$ cat src/hw/rv_core_config.svh
// rv core configuration: data and pc widths, memory depths and the apb address map
`ifndef RV_CORE_CONFIG_SVH
`define RV_CORE_CONFIG_SVH

// data and instruction word width
`define RV_XLEN 32

// byte program counter width, wraps at 256 bytes
`define RV_PC_W 8

// memory sizes in 32-bit words
`define RV_IMEM_DEPTH 64
`define RV_DMEM_DEPTH 64

// apb address width
`define RV_APB_AW 12

// apb base addresses
`define RV_MAP_CTRL   12'h000
`define RV_MAP_STATUS 12'h004
`define RV_MAP_IMEM   12'h100
`define RV_MAP_DMEM   12'h200
`define RV_MAP_REGS   12'h300

`endif

$ cat src/hw/rv_core_pkg.sv
// rv core package: vector types, opcode encoding and the structs passed between blocks
`include "rv_core_config.svh"

package rv_core_pkg;

    // plain vectors with a meaning
    typedef logic [`RV_XLEN-1:0] word_t;
    typedef logic [`RV_PC_W-1:0] pc_t;
    typedef logic [4:0] reg_idx_t;
    typedef logic [$clog2(`RV_IMEM_DEPTH)-1:0] mem_idx_t;

    // supported major opcodes, everything else halts
    typedef enum logic [6:0] {
        OP_R      = 7'b0110011,
        OP_IMM    = 7'b0010011,
        OP_LOAD   = 7'b0000011,
        OP_STORE  = 7'b0100011,
        OP_BRANCH = 7'b1100011
    } opcode_e;

    // fetch to if/id
    typedef struct packed {
        word_t instr;
        pc_t   pc;
    } fetch_t;

    // if/id to execute
    // raw opcode bits so undefined encodings survive to decode
    typedef struct packed {
        logic       valid;
        logic [6:0] opcode;
        reg_idx_t   rd;
        reg_idx_t   rs1;
        reg_idx_t   rs2;
        word_t      instr;
        pc_t        pc;
    } dec_t;

    // taken branch back to fetch
    typedef struct packed {
        logic taken;
        pc_t  target;
    } redirect_t;

    // apb side memory port
    typedef struct packed {
        logic     we;
        mem_idx_t idx;
        word_t    wdata;
    } mem_acc_t;

    // apb request and response
    typedef struct packed {
        logic                  psel;
        logic                  penable;
        logic                  pwrite;
        logic [`RV_APB_AW-1:0] paddr;
        word_t                 pwdata;
    } apb_req_t;

    typedef struct packed {
        word_t prdata;
        logic  pready;
        logic  pslverr;
    } apb_rsp_t;

endpackage

$ cat src/hw/if_id.sv
// if/id pipeline register: holds instruction and pc, slices the decode fields
`timescale 1ns/100ps

module if_id (
    input  logic                clk,
    input  logic                rst_n,
    input  logic                write_en,
    input  logic                flush,
    input  rv_core_pkg::fetch_t fetch,
    output rv_core_pkg::dec_t   dec
);
    import rv_core_pkg::*;

    // slot valid, the only control bit here
    logic valid_q;

    // payload, captured on write_en
    logic [6:0] opcode_q;
    reg_idx_t   rd_q;
    reg_idx_t   rs1_q;
    reg_idx_t   rs2_q;
    word_t      instr_q;
    pc_t        pc_q;

    // flush clears the slot even while write_en is low
    always_ff @(posedge clk or negedge rst_n) begin
        if (!rst_n) begin
            valid_q <= 1'b0;
        end else if (flush) begin
            valid_q <= 1'b0;
        end else if (write_en) begin
            valid_q <= 1'b1;
        end
    end

    // field slicing at capture time
    // funct3 is not decoded, funct7 comes from instr
    always_ff @(posedge clk) begin
        if (write_en) begin
            instr_q  <= fetch.instr;
            pc_q     <= fetch.pc;
            opcode_q <= fetch.instr[6:0];
            rd_q     <= fetch.instr[11:7];
            rs1_q    <= fetch.instr[19:15];
            rs2_q    <= fetch.instr[24:20];
        end
    end

    // registered view for execute
    assign dec = '{valid: valid_q, opcode: opcode_q, rd: rd_q, rs1: rs1_q,
                   rs2: rs2_q, instr: instr_q, pc: pc_q};

endmodule

$ cat config.mk
export PLATFORM = sky130hd
export DESIGN_NAME = if_id
export DESIGN_NICKNAME = d
export VERILOG_FILES = /design/src/hw/rv_core_pkg.sv /design/src/hw/if_id.sv
export VERILOG_INCLUDE_DIRS = /design/src /design/src/hw
export SDC_FILE = /design/constraint.sdc
export NUM_CORES = 1
export LEC_CHECK = 0
export CAP_MARGIN = 30
export CORE_UTILIZATION = 51
export CTS_CLUSTER_SIZE = 10
export DETAILED_ROUTE_END_ITERATION = 10
export DONT_BUFFER_PORTS = 1
export GPL_TIMING_DRIVEN = 0
export PLACE_DENSITY = 0.66
export SLEW_MARGIN = 5
export SYNTH_ARGS = -nofsm -noshare
export SYNTH_HDL_FRONTEND = slang
export SYNTH_SLANG_ARGS = --single-unit
$ cat constraint.sdc
create_clock -name clk -period 0.9 [get_ports clk]
set_input_delay 0.135 -clock clk [delete_from_list [all_inputs] [get_ports clk]]
set_output_delay 0.135 -clock clk [all_outputs]
set_load 0.005 [all_outputs]
Yosys cells after proc, flatten, opt, wreduce, memory -nomap -nowiden

Cells that the tools add are included.

Bits in registers: 63
Bits in latches: 0
Bits in writable memories: 0
Bits in read-only memories: 0
Input bits: 44
Output and inout port bits: 63
Logic and storage cells: 10
Memories kept: 0

Add/sub/neg operators: 0
Multipliers: 0
Div/mod/pow operators: 0
Magnitude comparators: 0
Equal/unequal tests: 0
Shift-type cells: 0
Mux-type cells: 2
Bitwise operators: 0
Reductions and logical operators: 1

Operators by type and width:

| kind               | number |
|---|---|
| 2-to-1 mux 1 bit   | 2 |
| nonzero test 2 bit | 1 |

Longest topological paths before layout

Gate-level depths: netlist of the first run.

Word-level depth: 2
Depth in mapped cells: 1
Gate-level depth less buffers: 1

Least setup slack after synthesis of the first run

Ideal clock, no wire load.

Kind: reg-to-output
Start: register rs2_q[0]
End: output port dec[40] (netlist name)
Arrival time: 0.526 ns
Setup slack: 0.239 ns
Stages on the path, launching flop included: 2
Path buffers: 1
Path through: edfxtp_1 > buf_4

RTL lines:

| item                   | RTL line    | source |
|---|---|---|
| from (decl)            | if_id.sv:21 | `reg_idx_t rs2_q;` |
| from (signal assigned) | if_id.sv:45 | `rs2_q <= fetch.instr[24:20];` |
| to (decl)              | if_id.sv:10 | `output rv_core_pkg::dec_t dec` |

No word-level cell between the ends.

Final worst setup path of the first run

Start: register opcode_q[1]
End: output port dec[56] (netlist name)

RTL lines:

| item                   | RTL line    | source |
|---|---|---|
| from (decl)            | if_id.sv:18 | `logic [6:0] opcode_q;` |
| from (signal assigned) | if_id.sv:42 | `opcode_q <= fetch.instr[6:0];` |

No word-level cell between the ends.

==> results of run 1 <==
[sequential cells by signal, summed over array words and instances, names as in the netlist]
| register | cells |
|---|---|
| instr_q | 14 |
| pc_q | 8 |
| opcode_q | 6 |
| rd_q | 4 |
| rs1_q | 4 |
| rs2_q | 4 |
| valid_q | 1 |
[cells in the final DEF (no fill, tap or decap)]
master	synthesis	routed
o21ba_1	1	1
clkbuf_4	0	5
clkbuf_1	0	2
buf_4	23	1
edfxtp_1	40	40
dlygate4sd3_1	0	42
buf_6	0	22
dfrtp_1	1	1
clkbuf_8	0	1
[per-stage QoR]
stage / hold WS [ns] / instances
after floorplan: -0.161 / 65
after global placement: -0.161 / 95
after detailed placement: -0.161 / 95
after CTS: -0.0992 / 145
after global routing: -0.112 / 145
final: -0.0848 / 145
[routing by layer]
metal / global-route usage [%] / routed length [um] / part of all wire, % / up-vias
met5: 0 / 0 / 0 / -
met4: 12.4 / 47 / 1.8 / 0
met3: 9.72 / 361 / 14 / 7
met2: 31.9 / 1510 / 57 / 70
met1: 13.1 / 741 / 28 / 338
li1: - / - / - / 312
[logic make-up after synthesis]
| family | count (synthesis) | synth area share, % |
|---|---|---|
| AO/OA/AOI/OAI | 1 | 0.711 |
| buffers and inverters | 23 | 12.3 |
| flip-flops | 41 | 87.0 |
[report_power, final]
part	switching, mW	leakage [nW]	internal, mW	total (mW)
logic	0.0678	0.321	0.258	0.326
registers	0.115	0.404	2.27	2.38
clock network	0.502	0.0326	0.386	0.888
total	0.686	0.758	2.91	3.60
[worst max-delay path by stage]
stage / startpoint / end / slack (ns) / cells after the start
CTS: opcode_q[4] / dec[59] / -0.17 / 1
detailed placement: rs2_q[0] / dec[40] / 0.20 / 1
global placement: rs1_q[2] / dec[47] / 0.21 / 1
finish: opcode_q[1] / dec[56] / -0.17 / 1
floorplan: rs2_q[0] / dec[40] / 0.24 / 1
global route: rs1_q[2] / dec[47] / -0.22 / 1
[area by class of cell]
class | instances | area (um^2)
sequential | 41 | 1230
buffer | 23 | 255
tap | 30 | 37.5
fill | 139 | 537
clock buffer | 8 | 58.8
multi-input combinational | 1 | 10.0
timing repair buffer | 42 | 420
[timing repair]
action	in CTS	in global routing
pin swaps	0	0
gates resized for setup	9	13
endpoints found under the setup margin	34	60
hold endpoints to repair	82	41
==> results.md, run 1 <==
- Outcome: finished, violations left
- Failing checks: hold timing, setup timing
- Seq/Total Area, Yosys: 87.0%
- Post-synth ARST share: between 2 and 2.5%
- Area share of the largest cell type after synthesis: 85.3%
- Row Count: 18
- Post-CTS Hold Buffers: 42
- Tmin final: 1.07 ns
- IO buf count: 0
- Critical Path Slowest Stage Cell: edfxtp_1
- Mapped Avg Cell Area: 21.7 um^2
- H-tree lvl count: 2
- Vias in the first global route: 778
- Hold Slack: -0.0848 ns
- Maximum capacitance violations: 0
- Initial Util: 55.4%
- Total track usage: roughly 17%
- Synth area leader: edfxtp_1
- Critical path startpoint category: flip-flop
- Share of cells above drive strength 1: 25.2%
- Core area: 2540 um^2
- Seq cells post-synth: 41
- Wire per inst: 18.3 um
- CTS tree: yes
- Largest net degree at the start of global routing: 42
- Slew HR: about nine tenths
- Final period util: 119%
- Final WS setup: -0.174 ns
- Grt ovf: 0
- Worst Path Max Fanout: 2
- Clock slew at reported path FFs: 0.10 ns
- CTS root buffer: clkbuf_4
- Clk_lat worst skew: 0.32 ns
- Fin. Hold Viols: 41
- Worst-case clock buffer depth: 2
- Static leakage: ~0.76 nW
- Commonest cells in the netlist: 40 x edfxtp_1, 23 x buf_4, 1 x dfrtp_1, 1 x o21ba_1
- Hold Crit Depth: 0
- Design area: 2010 um^2
- Buf/Inv on CP: 1
- P&R area growth vs syn: 42.5%
- CP Cell Sequence: buf_6
- # Post-CTS Setup Buffers: 0
- Vias per Instance: 5.01
- Area contributors post-synth: edfxtp_1 85%, buf_4 12%, dfrtp_1 1.8%, o21ba_1 0.71%
- FF-to-FF path depth: 1
- Worst slew pin tran: roughly 0.16 ns
- First-pass GRT wire length: roughly 3300 um
- DR vias: 727
- Syn Nets: 109
- RePlAce Congestion: 0.607
- # IOs: approximately 110
- R2R Setup Slk: 0.21 ns
- RSZ-0062 raised after global routing: yes
- R2R Path Start: valid_q
- Initial antenna violation count: 0
- Post-Synthesis Cells: 65
- Worst r2r dst: valid_q
- Ant diodes: 0
- Critical path type: reg -> out
- Setup Skew: 0 ns
- EDFF count, synth: 40
- DIE AREA: 2980 um^2
- Final setup fails: 35
- CP Data Arrival Time: 0.94 ns
- Slew Limit Fails: 0
- Number of DRC markers in iteration 0: 11
- Peak VDD IR: 1.31 mV
- Worst Hold Class: in -> reg
- Pre-CTS WS: just under 0.2 ns
- Mapped cell area: 1410 um^2
- Post-route setup TNS: -3.39 ns
- Tot Pwr: ~3.6 mW
- Num Clock Sinks: 41
- Synthesis warning total: 0
- Utilization after layout: between 70% and 80%
- Required time worst endpoint: ~0.76 ns
- Drt pass-1 iters: 3
- Count leader, synth: edfxtp_1
- Cts bufs inserted: 5
- Fmax: a little over 900 MHz
- Min-delay src: write_en
- Worst Hold Endpoint: opcode_q[2]
- DRC viols: 0
- Total Nets Final: 158
- Die span in y: 54.6 um
- Post-DP Area: 1450 um^2
- Final WL: about 2700 um
- Crit. End Element: primary output
- Library cells used by synthesis: 4
- CP top delay family: flip-flops
- Routed Antenna Nets: 0
- CP peak stage delay: 0.46 ns
- Main synth FF type: edfxtp_1
- Die width: between 50 and 60 um
- Pwr/cell area: 1790 nW/um^2
Note: power is estimated with default switching activity, not from simulation.
==> run 2: changes to the inputs <==
- CORE_MARGIN: unset -> 3
==> results.md, run 2 (same netlist as run 1, synthesis figures left out) <==
- Outcome: finished, violations left (unchanged)
- Failing checks: hold timing, setup timing (unchanged)
- Final WS setup: -0.176 ns (was -0.174 ns)
- Final period util: 120% (was 119%)
- RSZ-0062 raised after global routing: yes (unchanged)
- Slew HR: 89.8% (was 89.3%)
- Slew Limit Fails: 0 (unchanged)
- Biggest regs: instr_q x14, pc_q x8, opcode_q x6 (unchanged)
- Cts bufs inserted: 5 (unchanged)
- FF-to-FF path depth: 2 (was 1)
- CTS root buffer: clkbuf_4 (unchanged)
- IO buf count: 0 (unchanged)
- Metal3 WL: 449 um (was 361 um)
- Pre-CTS WS: 0.191 ns (was 0.197 ns)
- Worst Hold Class: in -> reg (unchanged)
- Core area: 2540 um^2 (unchanged)
- Maximum capacitance violations: 0 (unchanged)
- Met2 WL: 1520 um (was 1510 um)
- Pwr/cell area: 1760 nW/um^2 (was 1790 nW/um^2)
- Commonest non-fill, non-tap cell in the layout: dlygate4sd3_1 (unchanged)
- Crit. End Element: primary output (unchanged)
- Max Used Layer: met4 (unchanged)
- Final setup fails: 41 (was 35)
- DIE AREA: 3430 um^2 (was 2980 um^2)
- DR vias: 717 (was 727)
- Post-CTS Hold Buffers: 42 (unchanged)
- DRC viols: 0 (unchanged)
- Required time worst endpoint: 0.76 ns (about the same)
- Critical Path Start: rs1_q[0] (was opcode_q[1])
- RePlAce Congestion: 0.609 (was 0.607)
- Vias per Instance: 4.91 (was 5.01)
- Total Nets Final: 159 (was 158)
- H-tree lvl count: 2 (unchanged)
- R2R Path Start: valid_q (unchanged)
- Grt ovf: 0 (unchanged)
- Hold Crit Depth: 0 (unchanged)
- CP top delay family: flip-flops (unchanged)
- Die width: 58.6 um (was 54.6 um)
- Largest net degree at the start of global routing: 42 (unchanged)
- Critical path startpoint category: flip-flop (unchanged)
- Critical path type: reg -> out (unchanged)
- Crit. path cell count: 1 (unchanged)
- CP peak stage delay: 0.46 ns (about the same)
- Worst-case clock buffer depth: 2 (unchanged)
- Share of cells above drive strength 1: 26.7% (was 25.2%)
- Most frequent cells in the layout: 42 x dlygate4sd3_1, 40 x edfxtp_1, 22 x buf_6 (unchanged)
- First-pass GRT wire length: 3950 um (was 3270 um)
- Tot Pwr: 3.54 mW (was 3.60 mW)
- CP Data Arrival Time: 0.94 ns (about the same)
- Setup Skew: 0 ns (unchanged)
- CP Cell Sequence: buf_6 (unchanged)
- # IOs: 107 (unchanged)
- Die span in y: 58.6 um (was 54.6 um)
- Worst Path Max Fanout: 2 (unchanged)
- Initial antenna violation count: 0 (unchanged)
- Fmax: 930 MHz (was 931 MHz)
- Routed Antenna Nets: 0 (unchanged)
- Clock slew at reported path FFs: 0.11 ns (was 0.10 ns)
- Drt pass-1 iters: 2 (was 3)
- Fin. Hold Viols: 41 (unchanged)
- Max reg flops: 14 (unchanged)
- CTS tree: yes (unchanged)
- Post-route setup TNS: -3.65 ns (was -3.39 ns)
- Total track usage: 17.0% (was 17.4%)
- Clk_lat worst skew: 0.34 ns (was 0.32 ns)
- Min-delay src: write_en (unchanged)
- Peak VDD IR: 1.66 mV (was 1.31 mV)
- Initial Util: 55.4% (unchanged)
- Number of DRC markers in iteration 0: 1 (was 11)
- Hold Slack: -0.0964 ns (was -0.0848 ns)
- Row Count: 18 (unchanged)
- Wire per inst: 19.2 um (was 18.3 um)
- Worst slew pin tran: 0.153 ns (was 0.161 ns)
- P&R area growth vs syn: 42.5% (unchanged)
- Critical Path Slowest Stage Cell: edfxtp_1 (unchanged)
- Tmin final: 1.08 ns (was 1.07 ns)
- Static leakage: 0.762 nW (was 0.758 nW)
- Buf/Inv on CP: 1 (unchanged)
- M1 wire length: 787 um (was 741 um)
- Vias in the first global route: 802 (was 778)
- Most flop-heavy register: instr_q (unchanged)
- Final WL: 2810 um (was 2660 um)
- Num Clock Sinks: 41 (unchanged)
- Ant diodes: 0 (unchanged)
## run 2: changes by cell type in the layout (fill, tap and decap cells not counted)
cell and delta:
clkinv_2 +2, buf_4 +1, clkbuf_1 -1, clkbuf_8 -1
## run 2: power by group
group | switching [mW] | internal [mW]
Combinational | 0.0691 | 0.262
Clock | 0.530 | 0.298
Sequential | 0.114 | 2.27
## run 2: what timing repair did
action | in CTS | in global routing
gates resized for setup | 9 | 13
pin swaps | 0 | 0
endpoints found under the hold margin | 82 | 41
setup endpoints to repair | 55 | 63
cloned | 0 | 0
setup buffers | 1 | 0
## run 2: layout make-up
cell class / count / area, um^2
clock buffer: 6 / 41.3
multi-input combinational: 1 / 10.0
sequential: 41 / 1230
tap: 30 / 37.5
buffer: 23 / 255
clock inverter: 2 / 10.0
fill: 145 / 537
timing repair buffer: 43 / 428
## run 2: metrics by stage
stage	utilization, %	area [um^2]	instances
after floorplan	-	1410	65
after global placement	56.8	1450	95
after detailed placement	56.8	1450	95
after CTS	77.0	1960	146
after global routing	78.9	2010	146
final	78.9	2010	146
## run 2: per-layer routing
layer | vias up | global-route usage [%]
li1 | 314 | -
met1 | 329 | 14.6
met2 | 68 | 29.7
met3 | 6 | 11.8
met4 | 0 | 6.95
met5 | - | 0
## run 2: worst paths after layout
kind | endpoint | slack, ns
max in group asynchronous | valid_q | 0.24
setup reg to reg | valid_q | 0.11
hold reg to reg | valid_q | 0.62
setup / recovery | dec[45] | -0.18
min in group asynchronous | valid_q | 0.55
hold / removal | pc_q[6] | -0.1
