### config.mk
export PLATFORM = sky130hd
export DESIGN_NAME = exec_unit
export DESIGN_NICKNAME = d
export VERILOG_FILES = /design/src/hw/rv_core_pkg.sv /design/src/hw/exec_unit.sv
export VERILOG_INCLUDE_DIRS = /design/src /design/src/hw
export SDC_FILE = /design/constraint.sdc
export NUM_CORES = 2
export LEC_CHECK = 0
export BUFFER_PORTS_ARGS = -buffer_cell sky130_fd_sc_hd__buf_2
export CAP_MARGIN = 10
export CORE_ASPECT_RATIO = 1.1
export CORE_MARGIN = 3
export CORE_UTILIZATION = 40
export DETAILED_ROUTE_END_ITERATION = 16
export SLEW_MARGIN = 15
export SYNTH_ARGS = -nofsm -noshare
export SYNTH_HDL_FRONTEND = slang
export SYNTH_SLANG_ARGS = --single-unit
### constraint.sdc
create_clock -name clk -period 7.2 [get_ports clk]
set_input_delay 0.36 -clock clk [delete_from_list [all_inputs] [get_ports clk]]
set_output_delay 0.36 -clock clk [all_outputs]
set_load 0.01 [all_outputs]
### src/hw/rv_core_config.svh
// rv core configuration: data and pc widths, memory depths and the apb address map
`ifndef RV_CORE_CONFIG_SVH
`define RV_CORE_CONFIG_SVH

// data and instruction word width
`define RV_XLEN 32

// byte program counter width, wraps at 256 bytes
`define RV_PC_W 8

// memory sizes in 32-bit words
`define RV_IMEM_DEPTH 64
`define RV_DMEM_DEPTH 64

// apb address width
`define RV_APB_AW 12

// apb base addresses
`define RV_MAP_CTRL   12'h000
`define RV_MAP_STATUS 12'h004
`define RV_MAP_IMEM   12'h100
`define RV_MAP_DMEM   12'h200
`define RV_MAP_REGS   12'h300

`endif

### src/hw/rv_core_pkg.sv
// rv core package: vector types, opcode encoding and the structs passed between blocks
`include "rv_core_config.svh"

package rv_core_pkg;

    // plain vectors with a meaning
    typedef logic [`RV_XLEN-1:0] word_t;
    typedef logic [`RV_PC_W-1:0] pc_t;
    typedef logic [4:0] reg_idx_t;
    typedef logic [$clog2(`RV_IMEM_DEPTH)-1:0] mem_idx_t;

    // supported major opcodes, everything else halts
    typedef enum logic [6:0] {
        OP_R      = 7'b0110011,
        OP_IMM    = 7'b0010011,
        OP_LOAD   = 7'b0000011,
        OP_STORE  = 7'b0100011,
        OP_BRANCH = 7'b1100011
    } opcode_e;

    // fetch to if/id
    typedef struct packed {
        word_t instr;
        pc_t   pc;
    } fetch_t;

    // if/id to execute
    // raw opcode bits so undefined encodings survive to decode
    typedef struct packed {
        logic       valid;
        logic [6:0] opcode;
        reg_idx_t   rd;
        reg_idx_t   rs1;
        reg_idx_t   rs2;
        word_t      instr;
        pc_t        pc;
    } dec_t;

    // taken branch back to fetch
    typedef struct packed {
        logic taken;
        pc_t  target;
    } redirect_t;

    // apb side memory port
    typedef struct packed {
        logic     we;
        mem_idx_t idx;
        word_t    wdata;
    } mem_acc_t;

    // apb request and response
    typedef struct packed {
        logic                  psel;
        logic                  penable;
        logic                  pwrite;
        logic [`RV_APB_AW-1:0] paddr;
        word_t                 pwdata;
    } apb_req_t;

    typedef struct packed {
        word_t prdata;
        logic  pready;
        logic  pslverr;
    } apb_rsp_t;

endpackage

### src/hw/exec_unit.sv
// execute unit: decode, register file, alu, data memory, branch resolve and halt
`timescale 1ns/100ps
`include "rv_core_config.svh"

module exec_unit (
    input  logic                   clk,
    input  logic                   rst_n,
    input  logic                   run,
    input  rv_core_pkg::dec_t      dec,
    input  rv_core_pkg::mem_acc_t  dmem_acc,
    input  rv_core_pkg::reg_idx_t  reg_idx,
    output rv_core_pkg::word_t     dmem_rdata,
    output rv_core_pkg::word_t     reg_rdata,
    output rv_core_pkg::redirect_t redirect,
    output logic                   halt,
    output rv_core_pkg::pc_t       halt_pc
);
    import rv_core_pkg::*;

    // architectural state
    word_t rf [32];
    word_t dmem [`RV_DMEM_DEPTH];

    // decode
    opcode_e op;
    logic    active;
    logic    rf_we;
    logic    dm_we;
    logic    is_beq;
    logic    illegal;

    // operands and immediates
    word_t rs1_val;
    word_t rs2_val;
    word_t imm_i;
    word_t imm_s;
    word_t imm_b;

    // results
    word_t    eff_addr;
    mem_idx_t dm_idx;
    word_t    dm_word;
    word_t    wb_data;

    // only a valid slot executes, and only while running
    assign active = run & dec.valid;
    assign op     = opcode_e'(dec.opcode);

    // x0 reads as zero
    assign rs1_val = (dec.rs1 == '0) ? '0 : rf[dec.rs1];
    assign rs2_val = (dec.rs2 == '0) ? '0 : rf[dec.rs2];

    // sign extended immediates
    assign imm_i = {{20{dec.instr[31]}}, dec.instr[31:20]};
    assign imm_s = {{20{dec.instr[31]}}, dec.instr[31:25], dec.instr[11:7]};
    assign imm_b = {{19{dec.instr[31]}}, dec.instr[31], dec.instr[7],
                    dec.instr[30:25], dec.instr[11:8], 1'b0};

    // load and store address, word aligned
    assign eff_addr = rs1_val + ((op == OP_STORE) ? imm_s : imm_i);

    // one data memory read port, apb index while stopped
    assign dm_idx     = run ? eff_addr[7:2] : dmem_acc.idx;
    assign dm_word    = dmem[dm_idx];
    assign dmem_rdata = dm_word;

    // main decode
    always_comb begin
        rf_we   = 1'b0;
        dm_we   = 1'b0;
        is_beq  = 1'b0;
        illegal = 1'b0;
        wb_data = '0;
        case (op)
            OP_R: begin
                // bit 30 picks sub over add
                rf_we   = 1'b1;
                wb_data = dec.instr[30] ? (rs1_val - rs2_val) : (rs1_val + rs2_val);
            end
            OP_IMM: begin
                rf_we   = 1'b1;
                wb_data = rs1_val + imm_i;
            end
            OP_LOAD: begin
                rf_we   = 1'b1;
                wb_data = dm_word;
            end
            OP_STORE: begin
                dm_we = 1'b1;
            end
            OP_BRANCH: begin
                is_beq = 1'b1;
            end
            default: begin
                illegal = 1'b1;
            end
        endcase
    end

    // writeback, x0 never written
    always_ff @(posedge clk or negedge rst_n) begin
        if (!rst_n) begin
            for (int i = 0; i < 32; i++) begin
                rf[i] <= '0;
            end
        end else if (active && rf_we && dec.rd != '0) begin
            rf[dec.rd] <= wb_data;
        end
    end

    // sw from the core, apb load while stopped
    always_ff @(posedge clk) begin
        if (active && dm_we) begin
            dmem[eff_addr[7:2]] <= rs2_val;
        end else if (dmem_acc.we) begin
            dmem[dmem_acc.idx] <= dmem_acc.wdata;
        end
    end

    // apb register readback
    assign reg_rdata = (reg_idx == '0) ? '0 : rf[reg_idx];

    // beq resolves here, one bubble behind it
    assign redirect.taken  = active & is_beq & (rs1_val == rs2_val);
    assign redirect.target = dec.pc + imm_b[`RV_PC_W-1:0];

    // undefined opcode stops the core, pc latched in apb_ctrl
    assign halt    = active & illegal;
    assign halt_pc = dec.pc;

endmodule

# == Yosys cells after proc, flatten, opt, wreduce, memory -nomap -nowiden ==
# Memory sizes are Yosys's and may differ from the RTL's.
# Index checks and enable logic that the tools add are counted.
# totals
regBits,1024
latchBits,0
mem_bits_rw,2048
rom_bits,0
output_inout_bits,82
wordCells,99
mem_count,1
# mem_list
memory,words,word_bits,read_ports,rd_ports_with_merged_regs,write_ports,line_no,rtl
dmem,64,32,1,0,1,exec_unit.sv:22,word_t dmem [`RV_DMEM_DEPTH];
# classes
add_sub_neg,5
multipliers,0
n_div,0
magnitude_cmp,5
eq_ne,6
shifts,0
n_mux,31
n_bitwise,8
reduce_logical,11
# ops
operator,count
$bwmux 1024,1
$bmux 32 s5,3
$mux 32,12
$demux 32 s5,1
$pmux 32 s3,1
$add 32x32->32,2
$eq 32x32->1,1
$reduce_or 32->1,1
$sub 32x32->32,1
$ge 6x6->1 const B,4
$not 5->6,4
$add 8x8->8,2
$logic_not 5->1,3
$eq 7x6->1 const B,2
$mux 6,2
$mux 1,10
$eq 7x2->1 const B,1
$eq 7x5->1 const B,1
$eq 7x7->1 const B,1
$lt 6x1->1 const B,1
$mux 5,1
$reduce_bool 5->1,1
$reduce_or 5->1,1
$and 1x1->1,4
2 further kinds,5

# == Longest topological paths before layout ==
# An unclocked memory read counts as a cell.
# logic_depth
depth_word,10
ltp_mapped,37
depth_no_buf,22

# == Worst setup path after synthesis ==
# No wires, ideal clock.
# synth_path
path_kind,input port to flip-flop
startpoint,in dec[40] (netlist name)
endpoint,reg rf[350] (netlist name)
setup_time_ns,0.125
arrival_ns,7.975
required_ns,7.075
setup_slack_ns,-0.900
path_stages,31
n_path_buf,10
cell_sequence,buf_2 > buf_4 > buf_4 > buf_4 > buf_2 > buf_4 > buf_1 > clkbuf_1 > buf_1 > mux4_2 > mux4_2 > nand2_1 > a21oi_1 > ha_1 > fa_1 > nor2b_1 > o21ai_0 > a21o_1 > a21oi_1 > o2111ai_1 > a211oi_1 > a211oi_1 > o311a_1 > or2_2 > o311a_1 > o21ai_0 > xnor2_1 > nor3_1 > a2111o_1 > buf_2 > mux2_2
# synth_between
elab_chain_len,9
# synth_lines
element,line_no,rtl
"start, declared",exec_unit.sv:9,"input rv_core_pkg::dec_t dec,"
$not 5->6 (implied by the code),exec_unit.sv:51,assign rs2_val = (dec.rs2 == '0) ? '0 : rf[dec.rs2];
$bmux 32 s5,exec_unit.sv:51,
$mux 32 (implied by the code) (2 in series),exec_unit.sv:51,
$mux 32 (*),exec_unit.sv:51,
$add 32x32->32 / $sub 32x32->32 (equally long branches),exec_unit.sv:78,wb_data = dec.instr[30] ? (rs1_val - rs2_val) : (rs1_val + rs2_val);
$mux 32 (*),exec_unit.sv:78,
$pmux 32 s3 (*),exec_unit.sv:74,case (op)
$bwmux 1024 (*),exec_unit.sv:107,rf[dec.rd] <= wb_data;
"end signal, assigned by index",exec_unit.sv:107,
"end, declared",exec_unit.sv:21,word_t rf [32];
# Every way passes the cells marked *; elsewhere a longest branch is shown, timed or not. The select of a mux whose other input is x is not followed.
# A chain may end at the register's enable or synchronous reset.

# == Final worst setup path ==
# layout_path
startpoint,reg rf[289] (netlist name)
endpoint,out dmem_rdata[0]
# layout_between
elab_chain_len,7
# layout_lines
element,line_no,rtl
$bmux 32 s5,exec_unit.sv:50,assign rs1_val = (dec.rs1 == '0) ? '0 : rf[dec.rs1];
$mux 32 (implied by the code) (2 in series),exec_unit.sv:50,
$mux 32,exec_unit.sv:50,
$add 8x8->8,exec_unit.sv:60,assign eff_addr = rs1_val + ((op == OP_STORE) ? imm_s : imm_i);
$mux 6,exec_unit.sv:63,assign dm_idx = run ? eff_addr[7:2] : dmem_acc.idx;
$mem_v2 64x32,--,
"end, declared",exec_unit.sv:12,"output rv_core_pkg::word_t dmem_rdata,"
# Every way passes these cells. The select of a mux whose other input is x is not followed.

==> flow_summary.rst <==
.. list-table::
   :header-rows: 1

   * - Metric
     - Value
   * - Status
     - finished, final reports clean
   * - Height of the chip
     - 679 µm
   * - Post-detailed-placement cell area
     - 0.176 mm²
   * - CTS H-tree depth
     - 5
   * - Number of enable flip-flop cells after synthesis
     - 2048
   * - Transition at the pin with the smallest max-transition slack
     - 1.24 ns
   * - Relative max-transition margin
     - 17.3%
   * - Routability Congestion
     - 0.927
   * - Mean routed wirelength per cell
     - 32.9 µm
   * - Startpoint of the most critical setup path
     - rf[289]
   * - Via count
     - 119000
   * - Upper clock frequency limit
     - 144 MHz
   * - Hold Fails Final Rpt
     - 0
   * - Number of input and output port buffers inserted
     - 173
   * - Number of setup violations in the final report
     - 0
   * - Remaining global-route overflow
     - 0
   * - Proportion of netlist area held by the largest area contributor
     - 37.3%
   * - Reg2reg setup slack
     - 0.57 ns
   * - Setup Crit Path Kind
     - reg2out
   * - First-pass GRT wire length
     - 867 mm
   * - Detailed-route DRC error count
     - 0
   * - Combinational Power Share
     - 16.2%
   * - Total wirelength of the detailed-routed design
     - 613 mm
   * - Total core area
     - 0.409 mm²
   * - Slowest stage cell, crit path
     - sky130_fd_sc_hd__a221oi_2
   * - Power density over the cells
     - 236 mW/mm²
   * - Data arrival time at the worst-slack endpoint
     - 6.60 ns
   * - Die X-Extent
     - 618 µm
   * - Cell with the most instances after synthesis
     - sky130_fd_sc_hd__nand2_1
   * - Placed insts
     - 18000
   * - Number of clock sinks
     - 3072
   * - Critical-path cell list
     - mux2_4, a222oi_1, nand4_1, nand2_2, buf_4, a22o_2, xnor2_4, buf_12, buf_12, nand2_1, and3_1, a31oi_1, mux4_2, mux2i_1, a221oi_2, buf_4, buf_2
   * - Power share of the sequential group
     - 43.3%
   * - Fraction of power consumed by the clock network
     - 40.5%
   * - Antenna violations before repair
     - 44
   * - Number of placement rows
     - 246
   * - Sequential standard cell area
     - 0.0871 mm²
   * - Fin area
     - 0.187 mm²
   * - Initial cell density of the core
     - 40.3%
   * - Minimum period implied by the final worst setup slack
     - 6.96 ns
   * - Kind of end point of the critical path
     - output pin
   * - Top_reg_cell synth
     - sky130_fd_sc_hd__edfxtp_1
   * - Area of the mapped netlist
     - 0.165 mm²
   * - Unrepaired setup endpoints after global routing
     - false
   * - Total global routing track utilization
     - 28.6%
   * - Clock root buffer
     - sky130_fd_sc_hd__clkbuf_16
   * - Switching portion of total power
     - 28.1%
   * - Net Sw Power
     - 12.4 mW
   * - Multi-input combinational cell area
     - 0.0724 mm²
   * - Top post-synthesis cells by count
     - 2282 x sky130_fd_sc_hd__nand2_1, 2048 x sky130_fd_sc_hd__edfxtp_1, 1110 x sky130_fd_sc_hd__mux4_2
   * - Internal power
     - 31.8 mW
   * - Drt first-iter violations
     - 15200
   * - Total leakage power
     - 69.9 nW
   * - Remaining antenna violation count after routing
     - 0
   * - Library cells used by synthesis
     - 138
   * - # Max-Cap Violations
     - 0
   * - Syn Area/Cell
     - 13.0 µm²
   * - TritonCTS Buffers
     - 345
   * - Worst-case vdd ir drop
     - 0.198 mV
   * - Fin crit share
     - 96.7%
   * - Total die area
     - 0.420 mm²
   * - Via count of the first global-routing pass
     - 115000
   * - Routed vias/inst
     - 6.40
   * - YS warnings
     - 0
   * - Signed area change from the synthesized netlist to the final layout
     - 13.8%
   * - Clock Tree Buf Depth
     - 4
   * - Fin cells
     - 18600
   * - Critical path required time
     - 6.84 ns
   * - Type of origin of the critical path
     - register
   * - Synthesized net count
     - 12900
   * - Post-synthesis cell count
     - 12700
   * - Filler Cell Count
     - 36300
   * - Ranking of synthesized cells by area
     - sky130_fd_sc_hd__edfxtp_1 37%, sky130_fd_sc_hd__dfrtp_1 16%, sky130_fd_sc_hd__mux4_2 15%, sky130_fd_sc_hd__nand2_1 5.2%, sky130_fd_sc_hd__mux2_2 4.9%
   * - Clock latency on the worst-skew pair
     - 1.00 ns
   * - Final number of max-transition violations
     - 0
   * - Total Neg Setup Slack
     - 0 ns
   * - Final nets
     - 13000
   * - Half-perimeter wire length after detailed placement
     - 391 mm
   * - Count of pins on the block boundary
     - 192
   * - Kind of cell adding the most delay to the critical path
     - compound AO/OA/AOI/OAI gates
   * - Maximum fanout along the worst path
     - 39
   * - Count of buffer and inverter cells on the critical path
     - 5
   * - Clock tree skew after final layout
     - 0.0963 ns
   * - Ys async rst share
     - 33.3%
   * - TritonCTS clock tree
     - done
   * - Largest stage delay on the critical path
     - 0.99 ns
   * - Register area share after synthesis
     - 52.9%
   * - Maximum number of pins on one net before global-route repair
     - 154
   * - Area leader, netlist
     - sky130_fd_sc_hd__edfxtp_1
   * - Post-synthesis sequential element count
     - 3072
   * - First-pass DRT Iterations
     - 7
   * - Fraction of final layout cells with drive strength greater than 1
     - 27.7%
   * - CTS clock-pin slew for the worst setup and hold paths
     - 0.06 ns
   * - Classification of the worst-slack hold path
     - in2async
   * - Final core utilization
     - 45.8%
   * - Beginning of the worst register-to-register path
     - rf[896]
## repair_timing
action / CTS / global route
endpoints found under the setup margin: 0 / 6
setup buffers: 0 / 2
gates resized for setup: 0 / 0
hold buffers: 3 / 0
hold endpoints to repair: 129 / 0
## path summary, 6_finish.rpt
path,to,cells past startpoint
setup / recovery,dmem_rdata[0],17
hold / removal,rf[719],2
setup reg to reg,rf[702],23
hold reg to reg,rf[1014],0
max in group asynchronous,rf[701],4
min in group clk,dmem[51][22],3
## metal layers
metal | part of all wire (%) | track usage [%] | vias to the layer above
met5 | 0.015 | 0 | -
met1 | 36 | 36.0 | 61400
met2 | 46 | 44.7 | 6951
met4 | 7.6 | 18.4 | 16
li1 | - | - | 49200
met3 | 10 | 6.31 | 1775
## power by group through the flow
stage	combinational [mW]	sequential, mW	clock [mW]
5_1_grt	7.51	19.2	18.8
2_1_floorplan	4.09	19.5	0
6_report	7.16	19.2	17.9
3_3_place_gp	7.00	19.5	0
3_5_place_dp	7.03	19.5	0
4_1_cts	7.05	19.2	18.1
## worst register-to-register path, stage by stage (launching register included)
cell and delay, ns:
sky130_fd_sc_hd__dfrtp_1 0.41, sky130_fd_sc_hd__mux4_2 0.49, sky130_fd_sc_hd__mux4_2 0.54, sky130_fd_sc_hd__nand2_1 0.10, sky130_fd_sc_hd__a21oi_1 0.22, sky130_fd_sc_hd__ha_1 0.33, sky130_fd_sc_hd__fa_1 0.47, sky130_fd_sc_hd__nor2b_1 0.12
sky130_fd_sc_hd__o21ai_0 0.11, sky130_fd_sc_hd__a21o_1 0.21, sky130_fd_sc_hd__a21oi_1 0.25, sky130_fd_sc_hd__o2111ai_1 0.20, sky130_fd_sc_hd__a211oi_1 0.31, sky130_fd_sc_hd__buf_4 0.18, sky130_fd_sc_hd__a211oi_1 0.10, sky130_fd_sc_hd__o311a_1 0.37
sky130_fd_sc_hd__or2_2 0.33, sky130_fd_sc_hd__o311a_1 0.36, sky130_fd_sc_hd__o21ai_0 0.19, sky130_fd_sc_hd__xnor2_1 0.14, sky130_fd_sc_hd__nor3_1 0.06, sky130_fd_sc_hd__a2111o_1 0.48, sky130_fd_sc_hd__buf_12 0.20, sky130_fd_sc_hd__mux2_2 0.29
## state kept, by name, indices dropped and copies added, names as in the netlist
name and cells:
dmem 2048, rf 1024
## kinds of logic after synthesis
kind of cell	Yosys count	synth area share (%)
buffers and inverters	1282	4.07
multiplexers	2408	23.8
adder cells (fa/ha/maj)	86	0.654
flip-flops	3072	52.9
XOR/XNOR	87	0.483
AND/OR/NAND/NOR	3856	10.1
AO/OA/AOI/OAI	1875	7.94
## per-stage QoR
stage	worst slack, ns	hold slack [ns]	power, mW
after floorplan	0.00488	0.0644	23.6
after global placement	0.104	0.394	26.5
after detailed placement	0.157	0.402	26.5
after CTS	0.0229	0.00214	44.4
after global routing	0.00324	0.0612	45.5
final	0.240	0.0155	44.3
## layout make-up
class                      instances  share of cell area (%)
sequential                      3072                    46.5
multi-input combinational       8312                    38.6
clock buffer                     437                    4.94
timing repair buffer             984                    4.85
tap                             5456                    3.64
clock inverter                   196                    1.10
inverter                         144                   0.292
antenna                           44                  0.0587
## placed cells by master, fill, tap and decap left out, types with 78 or more instances in the layout
cell                        count
sky130_fd_sc_hd__nand2_1     2275
sky130_fd_sc_hd__edfxtp_1    2048
sky130_fd_sc_hd__mux4_2      1110
sky130_fd_sc_hd__dfrtp_1     1024
sky130_fd_sc_hd__mux2_2       713
sky130_fd_sc_hd__nand3_1      688
sky130_fd_sc_hd__buf_4        650
sky130_fd_sc_hd__mux2i_1      554
sky130_fd_sc_hd__o21ai_0      411
sky130_fd_sc_hd__clkbuf_16    349
sky130_fd_sc_hd__nor2_1       280
sky130_fd_sc_hd__a21oi_1      258
sky130_fd_sc_hd__and3_1       180
sky130_fd_sc_hd__buf_12       160
sky130_fd_sc_hd__buf_2        158
sky130_fd_sc_hd__a311oi_1     137
sky130_fd_sc_hd__inv_1        135
sky130_fd_sc_hd__a221oi_1     117
sky130_fd_sc_hd__a31oi_1      108
sky130_fd_sc_hd__a211oi_1     107
sky130_fd_sc_hd__o21ai_1      106
sky130_fd_sc_hd__nor2_4        97
sky130_fd_sc_hd__ha_1          78
(Power assumes the default switching activity.)
