$ cat config.mk
export PLATFORM = sky130hd
export DESIGN_NAME = apb_ctrl
export DESIGN_NICKNAME = d
export VERILOG_FILES = /design/src/hw/rv_core_pkg.sv /design/src/hw/apb_ctrl.sv
export VERILOG_INCLUDE_DIRS = /design/src /design/src/hw
export SDC_FILE = /design/constraint.sdc
export NUM_CORES = 1
export LEC_CHECK = 0
export BUFFER_PORTS_ARGS = -buffer_cell sky130_fd_sc_hd__clkbuf_2
export CAP_MARGIN = 30
export CORE_AREA = 5 5 103 105
export DETAILED_ROUTE_END_ITERATION = 8
export DIE_AREA = 0 0 108 110
export GPL_TIMING_DRIVEN = 1
export PLACE_DENSITY_LB_ADDON = 0.1
export SLEW_MARGIN = 20
export SYNTH_ARGS = -nofsm -noshare
export SYNTH_HDL_FRONTEND = slang
export SYNTH_SLANG_ARGS = --single-unit
$ cat constraint.sdc
create_clock -name clk -period 4.5 [get_ports clk]
set_clock_uncertainty 0.15 [all_clocks]
set_input_delay 0.675 -clock clk [delete_from_list [all_inputs] [get_ports clk]]
set_output_delay 0.675 -clock clk [all_outputs]
set_load 0.005 [all_outputs]
$ cat src/hw/rv_core_config.svh
// rv core configuration: data and pc widths, memory depths and the apb address map
`ifndef RV_CORE_CONFIG_SVH
`define RV_CORE_CONFIG_SVH

// data and instruction word width
`define RV_XLEN 32

// byte program counter width, wraps at 256 bytes
`define RV_PC_W 8

// memory sizes in 32-bit words
`define RV_IMEM_DEPTH 64
`define RV_DMEM_DEPTH 64

// apb address width
`define RV_APB_AW 12

// apb base addresses
`define RV_MAP_CTRL   12'h000
`define RV_MAP_STATUS 12'h004
`define RV_MAP_IMEM   12'h100
`define RV_MAP_DMEM   12'h200
`define RV_MAP_REGS   12'h300

`endif

$ cat src/hw/rv_core_pkg.sv
// rv core package: vector types, opcode encoding and the structs passed between blocks
`include "rv_core_config.svh"

package rv_core_pkg;

    // plain vectors with a meaning
    typedef logic [`RV_XLEN-1:0] word_t;
    typedef logic [`RV_PC_W-1:0] pc_t;
    typedef logic [4:0] reg_idx_t;
    typedef logic [$clog2(`RV_IMEM_DEPTH)-1:0] mem_idx_t;

    // supported major opcodes, everything else halts
    typedef enum logic [6:0] {
        OP_R      = 7'b0110011,
        OP_IMM    = 7'b0010011,
        OP_LOAD   = 7'b0000011,
        OP_STORE  = 7'b0100011,
        OP_BRANCH = 7'b1100011
    } opcode_e;

    // fetch to if/id
    typedef struct packed {
        word_t instr;
        pc_t   pc;
    } fetch_t;

    // if/id to execute
    // raw opcode bits so undefined encodings survive to decode
    typedef struct packed {
        logic       valid;
        logic [6:0] opcode;
        reg_idx_t   rd;
        reg_idx_t   rs1;
        reg_idx_t   rs2;
        word_t      instr;
        pc_t        pc;
    } dec_t;

    // taken branch back to fetch
    typedef struct packed {
        logic taken;
        pc_t  target;
    } redirect_t;

    // apb side memory port
    typedef struct packed {
        logic     we;
        mem_idx_t idx;
        word_t    wdata;
    } mem_acc_t;

    // apb request and response
    typedef struct packed {
        logic                  psel;
        logic                  penable;
        logic                  pwrite;
        logic [`RV_APB_AW-1:0] paddr;
        word_t                 pwdata;
    } apb_req_t;

    typedef struct packed {
        word_t prdata;
        logic  pready;
        logic  pslverr;
    } apb_rsp_t;

endpackage

$ cat src/hw/apb_ctrl.sv
// apb slave: register map decode, run and halt state, memory access routing
`timescale 1ns/100ps
`include "rv_core_config.svh"

module apb_ctrl (
    input  logic                  clk,
    input  logic                  rst_n,
    input  rv_core_pkg::apb_req_t apb_req,
    input  logic                  halt,
    input  rv_core_pkg::pc_t      halt_pc,
    input  rv_core_pkg::word_t    imem_rdata,
    input  rv_core_pkg::word_t    dmem_rdata,
    input  rv_core_pkg::word_t    reg_rdata,
    output rv_core_pkg::apb_rsp_t apb_rsp,
    output logic                  run,
    output logic                  start,
    output rv_core_pkg::mem_acc_t imem_acc,
    output rv_core_pkg::mem_acc_t dmem_acc,
    output rv_core_pkg::reg_idx_t reg_idx
);
    import rv_core_pkg::*;

    // 256 byte pages, regs use the lower half of theirs
    localparam logic [`RV_APB_AW-1:0] PAGE_MASK = 12'hf00;
    localparam logic [`RV_APB_AW-1:0] REGS_MASK = 12'hf80;

    logic  access;
    logic  wr;
    logic  sel_ctrl;
    logic  sel_status;
    logic  sel_imem;
    logic  sel_dmem;
    logic  sel_regs;
    logic  err;
    logic  start_req;
    logic  halted;
    pc_t   halt_pc_q;
    word_t rdata;

    // access phase only, no wait states
    assign access = apb_req.psel & apb_req.penable;
    assign wr     = access & apb_req.pwrite;

    // address map
    assign sel_ctrl   = apb_req.paddr == `RV_MAP_CTRL;
    assign sel_status = apb_req.paddr == `RV_MAP_STATUS;
    assign sel_imem   = (apb_req.paddr & PAGE_MASK) == `RV_MAP_IMEM;
    assign sel_dmem   = (apb_req.paddr & PAGE_MASK) == `RV_MAP_DMEM;
    assign sel_regs   = (apb_req.paddr & REGS_MASK) == `RV_MAP_REGS;

    // read mux and error check
    always_comb begin
        err   = 1'b0;
        rdata = '0;
        if (sel_ctrl) begin
            rdata[0] = run;
        end else if (sel_status) begin
            rdata[0]    = halted;
            rdata[15:8] = halt_pc_q;
        end else if (sel_imem) begin
            // memories belong to the core while running
            err   = run;
            rdata = imem_rdata;
        end else if (sel_dmem) begin
            err   = run;
            rdata = dmem_rdata;
        end else if (sel_regs) begin
            err   = apb_req.pwrite;
            rdata = reg_rdata;
        end else begin
            err = 1'b1;
        end
        if (err) begin
            rdata = '0;
        end
    end

    assign apb_rsp.prdata  = rdata;
    assign apb_rsp.pready  = 1'b1;
    assign apb_rsp.pslverr = access & err;

    // memory strobes, blocked while running
    assign imem_acc.we    = wr & sel_imem & ~run;
    assign imem_acc.idx   = apb_req.paddr[7:2];
    assign imem_acc.wdata = apb_req.pwdata;
    assign dmem_acc.we    = wr & sel_dmem & ~run;
    assign dmem_acc.idx   = apb_req.paddr[7:2];
    assign dmem_acc.wdata = apb_req.pwdata;
    assign reg_idx        = apb_req.paddr[6:2];

    // ctrl write of 1 from the stopped state
    assign start_req = wr & sel_ctrl & apb_req.pwdata[0] & ~run;

    // run rises the cycle after start, once pc and if/id are cleared
    always_ff @(posedge clk or negedge rst_n) begin
        if (!rst_n) begin
            run       <= 1'b0;
            start     <= 1'b0;
            halted    <= 1'b0;
            halt_pc_q <= '0;
        end else begin
            start <= start_req;
            if (start_req) begin
                halted <= 1'b0;
            end
            if (start) begin
                run <= 1'b1;
            end else if (halt) begin
                run       <= 1'b0;
                halted    <= 1'b1;
                halt_pc_q <= halt_pc;
            end
        end
    end

endmodule

**Word-level counts from Yosys, hierarchy flattened**

Index checks and enable logic that the tools add are counted.

- Logic and storage cells: 43
- Output and inout port bits: 119
- Input port bits: 154
- Bits in registers: 11

- Eq/ne operators: 4
- Bitwise logic cells: 12
- Muxes and demuxes: 20
- Reductions and logical operators: 3

Operators by type and width:

| kind | count |
|---|---|
| 32-bit two-way mux | 4 |
| 31-bit two-way mux | 1 |
| 16-bit two-way mux | 1 |
| 12-bit by 3-bit equality test with 1-bit output (second input constant) | 1 |
| 12-bit zero test | 1 |
| 1-bit two-way mux | 12 |
| 1-bit bitwise AND | 10 |
| 8-bit two-way mux | 1 |
| 7-bit two-way mux | 1 |
| 5-bit by 3-bit equality test with 1-bit output (second input constant) | 1 |
| 4-bit by 1-bit equality test with 1-bit output (second input constant) | 1 |
| 4-bit by 2-bit equality test with 1-bit output (second input constant) | 1 |
| 1-bit inverter | 2 |
| 2-bit AND reduction | 1 |
| 2-bit nonzero test | 1 |

**Depth between registers and ports, before layout**

Gate-level depths: netlist of run 1.

- Depth in word-level cells: 8
- Gate-level depth with buffers: 6
- Depth with buffers taken out: 4

**Worst setup path after synthesis of run 1**

No wires, ideal clock.

- Kind: in2out
- Start point: input port apb_req[40] in the netlist's numbering
- End point: output port apb_rsp[12] in the netlist's numbering
- Stages: 5
- Path buffers: 2
- Required time: 3.675 ns
- Arrival time: 1.695 ns
- Path slack: 1.980 ns
- Cell sequence: buf_2 -> nor4b_2 -> buf_2 -> a222oi_1 -> o2bb2ai_1

RTL lines:

| what | RTL line | text |
|---|---|---|
| start, declared | apb_ctrl.sv:8 | `input rv_core_pkg::apb_req_t apb_req,` |
| end, declared | apb_ctrl.sv:14 | `output rv_core_pkg::apb_rsp_t apb_rsp,` |

==> metrics.txt, run 1 <==
final period utilization=70.89%; clk sinks=11; CTS tree=done; port buffer count=178; Initial Utilization=18.29%; root buf cell=clkbuf_8; Post-synth top cells=buf_4 (82), a222oi_1 (31), nor2_1 (27); Synth area leaders=buf_4 (35%), a222oi_1 (18%), dfrtp_1 (16%); Resized cells post-CTS=0; antenna diode count=0; worst-case reg-to-reg path depth=2; Worst-Margin Slew=0.7671 ns; Power Dens Cells=146.7 nW/um2; Max H-tree Level=1; fin worst setup slack=1.310 ns; setup_tns=0 ns; crit-path most repeated cell=clkbuf_2; Yosys top cell by area=buf_4; # setup viols final=0; number of CTS-inserted buffers=3; via count of the first global-routing pass=1924; clock latency on the worst-skew pair=0.24 ns; setup slack, reg-to-reg=2.85 ns; sequential area share after synthesis=15.76%; unrepaired setup endpoints after global routing=false; worst path buffer plus inverter count=3; Via Count=1921; initial antenna violation count=2; Critical Path End Type=output port; Worst-path clk slew=0.05 ns; share of cells above drive strength 1=66.01%; drt first pass iters=6; GRT overflow=0; height of the die=110 um; Lkg Pwr=1.165 nW; wire length per cell=18.05 um; syn_area_per_cell=8.239 um2; Max Clock Freq=313.5 MHz; crit path kind=input pin to output port; Final GP Congestion=0.6953; die area=11880 um2; Crit Reg-Reg Endpoint=halt_pc_q[3]; Crit Reg-Reg Startpoint=start; nets@finish=458; hold_buf cts=0; vias per cell=4.406; EDFF count, synth=0; Synth Instances=212; DP Worst Slack=1.148 ns; Iter 0 DRT Violations=189; max cap viols=0; ys async rst share=100.0%; Yosys reg bits=11; Final Max Slew Viols=0; first-pass GRT wire length=10910 um; syn nets=366; Period minus WS final=3.190 ns; most common cell in the synthesized netlist=buf_4; Post-CTS Setup Inserts=0; final hold viol count=0; Slew HR=48.64%; DRC viols=0; core area=9549 um2; filler cell count=1118; critical-path maximum fanout=15; critical path launch point type=input pin; Yosys warning count=0; Rows=36; CP Cell Sequence=clkbuf_2, nor3_1, and3_1, buf_4, a222oi_1, o2bb2ai_1, clkbuf_2; final WL=7870 um; I/O pin count=273; Crit path max-delay family=simple AND/OR/NAND/NOR gates; HP Class=input pin to asynchronous set/reset pin; post-DP HPWL=6530 um; CP max stage delay=0.60 ns; top_reg_cell synth=dfrtp_1; CTS Buffer Depth=2; Crit path required time=3.67 ns; VDD IR max=0.09466 mV; critical path data arrival time=2.36 ns; synth unique cells=29; Antenna Nets Post-Route=0; Worst path slowest cell=and3_1; Layout area overhead=29.66%; mapped cell area=1747 um2; chip width=108 um; status=finished clean; largest net degree at the start of global routing=34; Tot GR Track Use=11.82%; Synth top area share=35.24%
## worst register-to-register path, stage by stage (launching register included)
cell and delay (ns):
dfrtp_1 0.41, nor2_1 0.56, mux2_2 0.41
## metrics by stage
step	instance area [um2]	cells	utilization [%]	power (mW)	hold WS (ns)
global placement	2192	431	22.96	0.2328	0.3475
floorplan	1747	212	-	0.2066	0.2294
global route	2265	436	23.72	0.3529	0.1788
CTS	2237	435	23.43	0.3349	0.1681
finish	2265	436	23.72	0.3321	0.1652
detailed placement	2192	431	22.96	0.2330	0.3476
## layout make-up
cell class | instances | area (um2) | area share (%)
multi-input cells | 100 | 803.3 | 35.47
flip-flops and latches | 11 | 275.3 | 12.15
repair buffers | 185 | 963.4 | 42.54
inverters | 3 | 11.26 | 0.4972
clock buffers | 4 | 45.04 | 1.989
well taps | 133 | 166.4 | 7.348
## cells by family after synthesis
family	count (synthesis)	synth area share [%]
other	1	0.2147
multiplexers	9	5.802
buffers and inverters	101	40.26
AND/OR/NAND/NOR	44	13.25
flip-flops	11	15.76
AO/OA/AOI/OAI	46	24.71
## per-layer routing
layer,routed length [um],vias to the layer above,global-route usage [%]
met2,4050,95,19.72
met4,316,4,5.861
li1,-,902,-
met3,769,41,3.844
met1,2712,879,13.65
met5,21,-,0
## flip-flops by register name (all words and copies together) (netlist names)
signal,flops
halt_pc_q,8
halted,1
run,1
start,1
## cells in the final DEF, fill, tap and decap left out, drive strengths merged
| master | n |
|---|---|
| clkbuf | 182 |
| a222oi | 31 |
| nor2 | 27 |
| dfrtp | 11 |
| mux2 | 9 |
| o2bb2ai | 8 |
| buf | 7 |
| inv | 3 |
| nor3b | 2 |
| and3 | 2 |
| nor4b | 2 |
| nor4 | 2 |
| and2 | 2 |
| nor2b | 1 |
| o21ai | 1 |
| o221ai | 1 |
| nor3 | 1 |
| nand3b | 1 |
| nand2b | 1 |
| a21oi | 1 |
| a311o | 1 |
| nand2 | 1 |
| a2bb2oi | 1 |
| and4b | 1 |
| nand4b | 1 |
| o22ai | 1 |
| a21o | 1 |
| conb | 1 |
## worst max path at each step
stage	start	endpoint	slack, ns	depth (start not counted)
6_report	apb_req[42]	apb_rsp[11]	1.31	7
5_1_grt	apb_req[40]	apb_rsp[13]	1.15	6
4_1_cts	apb_req[41]	apb_rsp[2]	1.17	6
3_5_place_dp	apb_req[41]	apb_rsp[2]	1.15	6
3_3_place_gp	apb_req[40]	apb_rsp[14]	1.22	6
2_1_floorplan	apb_req[40]	apb_rsp[12]	1.98	5
## where the power goes
group,internal (mW),leakage [nW],switching [mW]
Clock,0.0623,0.0228,0.0374
Combinational,0.0685,1.01,0.0534
Sequential,0.106,0.130,0.00419
Total,0.237,1.17,0.0950
No activity file was read; power rests on OpenSTA's default activity.
==> inputs of run 2 (changes only) <==
--- a/config.mk
+++ b/config.mk
@@ -8,9 +8,9 @@
 export LEC_CHECK = 0
 export BUFFER_PORTS_ARGS = -buffer_cell sky130_fd_sc_hd__clkbuf_2
 export CAP_MARGIN = 30
-export CORE_AREA = 5 5 103 105
+export CORE_AREA = 5 5 102 104
 export DETAILED_ROUTE_END_ITERATION = 8
-export DIE_AREA = 0 0 108 110
+export DIE_AREA = 0 0 107 109
 export GPL_TIMING_DRIVEN = 1
 export PLACE_DENSITY_LB_ADDON = 0.1
 export SLEW_MARGIN = 20
==> constraint.sdc (replaced) <==
create_clock -name clk -period 3.35 [get_ports clk]
set_clock_uncertainty 0.15 [all_clocks]
set_input_delay 0.5025 -clock clk [delete_from_list [all_inputs] [get_ports clk]]
set_output_delay 0.5025 -clock clk [all_outputs]
set_load 0.005 [all_outputs]
==> run 2 against run 1 <==
Wire length fell by 1.1%; critical path depth fell by 1; non-clock buffer count rose by 1; power rose by 33%; final area fell by 1.5%; die area fell by 1.8%.
==> metrics.txt, run 2 (same netlist as run 1, synthesis figures left out) <==
Via Count=1975 (was 1921); Post-CTS Setup Inserts=0 (unchanged); Crit path max-delay family=simple AND/OR/NAND/NOR gates (unchanged); CP Cell Sequence=clkbuf_2, nor3b_1, o221ai_4, buf_4, and4b_1, clkbuf_2 (was clkbuf_2, nor3_1, and3_1, buf_4, a222oi_1, o2bb2ai_1, clkbuf_2); CTS Buffer Depth=2 (unchanged); die area=11660 um2 (was 11880 um2); height of the die=109 um (was 110 um); Slew HR=55.25% (was 48.64%); share of cells above drive strength 1=65.79% (was 66.01%); clock latency on the worst-skew pair=0.23 ns (was 0.24 ns); post-DP HPWL=6599 um (was 6530 um); Period minus WS final=2.692 ns; most frequent cells in the layout=clkbuf_2 (178), a222oi_1 (31), nor2_1 (27) (unchanged); critical path launch point type=input pin (unchanged); Tot GR Track Use=12.27% (was 11.82%); clk sinks=11 (unchanged); Crit Reg-Reg Endpoint=halt_pc_q[3] (unchanged); wire length per cell=18.61 um (was 18.05 um); max cap viols=0 (unchanged); worst-case reg-to-reg path depth=2 (unchanged); CP max stage delay=0.41 ns (was 0.60 ns); Crit path required time=2.70 ns (was 3.67 ns); worst path buffer plus inverter count=3 (unchanged); setup slack, reg-to-reg=1.73 ns (was 2.85 ns); status=finished clean (unchanged); Initial Utilization=18.47% (was 18.29%); Worst Hold Path Cells=2; P_int=316.6 uW (was 237.1 uW); hold path endpoint=halt_pc_q[1]; filler cell count=1080 (was 1118); vias per cell=4.725 (was 4.406); drt first pass iters=8 (was 6); GRT overflow=0 (unchanged); Sw Pwr=123.9 uW (was 95.04 uW); register share of total power=33.7% (was 33.3%); Crit Reg-Reg Startpoint=start (unchanged); nets@finish=459 (was 458); Sw Ratio=28.12% (was 28.61%); port buffer count=178 (unchanged); combinational power share=36.6% (was 36.7%); I/O pin count=273 (unchanged); Most flops, register=halt_pc_q (unchanged); critical-path maximum fanout=20 (was 15); VDD IR max=0.1319 mV (was 0.09466 mV); Worst-path clk slew=0.05 ns (about the same); largest net degree at the start of global routing=21 (was 34); Largest register FFs=8 (unchanged); commonest non-fill, non-tap cell in the layout=clkbuf_2 (unchanged); crit-path most repeated cell=clkbuf_2 (unchanged); final WL=7781 um (was 7870 um); Layout area overhead=27.72% (was 29.66%); final hold viol count=0 (unchanged); CTS tree=done (unchanged); Power Dens Cells=197.4 nW/um2 (was 146.7 nW/um2); chip width=107 um (was 108 um); Rows=36 (unchanged); Clk pwr share=29.7% (was 30.0%); setup_tns=0 ns (unchanged); Worst path slowest cell=nor3b_1 (was and3_1); initial antenna violation count=0 (was 2); hold_buf cts=1 (was 0); Worst-Margin Slew=0.6688 ns (was 0.7671 ns); antenna diode count=0 (unchanged); core area=9459 um2 (was 9549 um2); root buf cell=clkbuf_8 (unchanged); Final Max Slew Viols=0 (unchanged); Resized cells post-CTS=0 (unchanged); number of CTS-inserted buffers=3 (unchanged); first-pass GRT wire length=11390 um (was 10910 um); Critical Path End Type=output port (unchanged); unrepaired setup endpoints after global routing=false (unchanged); Lkg Pwr=1.160 nW (was 1.165 nW); crit path kind=input pin to output port (unchanged); Max H-tree Level=1 (unchanged); critical path data arrival time=2.04 ns (was 2.36 ns); final period utilization=80.36%; Antenna Nets Post-Route=0 (unchanged); final hold slack=0.3517 ns (was 0.1652 ns); HP Class=input pin to flip-flop (was input pin to asynchronous set/reset pin); hold_sp=halt_pc[1]; Iter 0 DRT Violations=155 (was 189); final cell utilization of the core=23.58% (was 23.72%); # setup viols final=0 (unchanged); via count of the first global-routing pass=2099 (was 1924); Final GP Congestion=0.6829 (was 0.6953); DRC viols=0 (unchanged); Max Clock Freq=371.5 MHz
[run 2: cell count changes in the layout (fill, tap and decap cells not counted)]
cell	before	now
buf_16	1	0
buf_4	6	7
dlygate4sd3_1	0	1
[run 2: worst register-to-register path, cell delays in order (launching register included)]
cell and delay [ns]:
dfrtp_1 0.40, nor2_1 0.54, mux2_2 0.41
[run 2: final cells by class]
type	instances	area [um2]	share of cell area (%)
Sequential cell	11	275.3	12.34
Timing Repair Buffer	186	953.4	42.74
Clock buffer	4	45.04	2.019
Multi-Input combinational cell	100	803.3	36.01
Tap cell	114	142.6	6.394
Inverter	3	11.26	0.5048
[run 2: worst max path at each step]
stage / from / to / slack, ns / cells after the start
final: apb_req[41] / apb_rsp[0] / 0.66 / 6
after global routing: apb_req[41] / apb_rsp[0] / 0.46 / 6
after floorplan: apb_req[40] / apb_rsp[12] / 1.18 / 5
after detailed placement: apb_req[41] / apb_rsp[0] / 0.65 / 6
after CTS: apb_req[41] / apb_rsp[0] / 0.63 / 6
after global placement: apb_req[40] / apb_rsp[0] / 0.67 / 6
[run 2: layer usage]
layer  up-vias  track usage, %  share of wire [%]
met2        99           21.90                 51
met4         0           6.210                4.5
met5         -               0                  0
li1        900               -                  -
met3        43           2.664                8.1
met1       933           13.78                 36
[run 2: through the flow]
| stage | cell area, um2 | instances | power [mW] | setup slack, ns |
|---|---|---|---|---|
| finish | 2231 | 418 | 0.4405 | 0.6581 |
| detailed placement | 2176 | 413 | 0.3133 | 0.6531 |
| global placement | 2176 | 413 | 0.3134 | 0.6715 |
| global route | 2231 | 418 | 0.4688 | 0.4558 |
| CTS | 2231 | 418 | 0.4502 | 0.6324 |
| floorplan | 1747 | 212 | 0.2775 | 1.175 |
[run 2: power by group through the flow]
stage | clock, mW | sequential, mW | combinational [mW]
2_1_floorplan | 0 | 0.148 | 0.129
4_1_cts | 0.137 | 0.149 | 0.165
3_5_place_dp | 0 | 0.150 | 0.163
6_report | 0.131 | 0.148 | 0.161
3_3_place_gp | 0 | 0.151 | 0.162
5_1_grt | 0.139 | 0.150 | 0.179
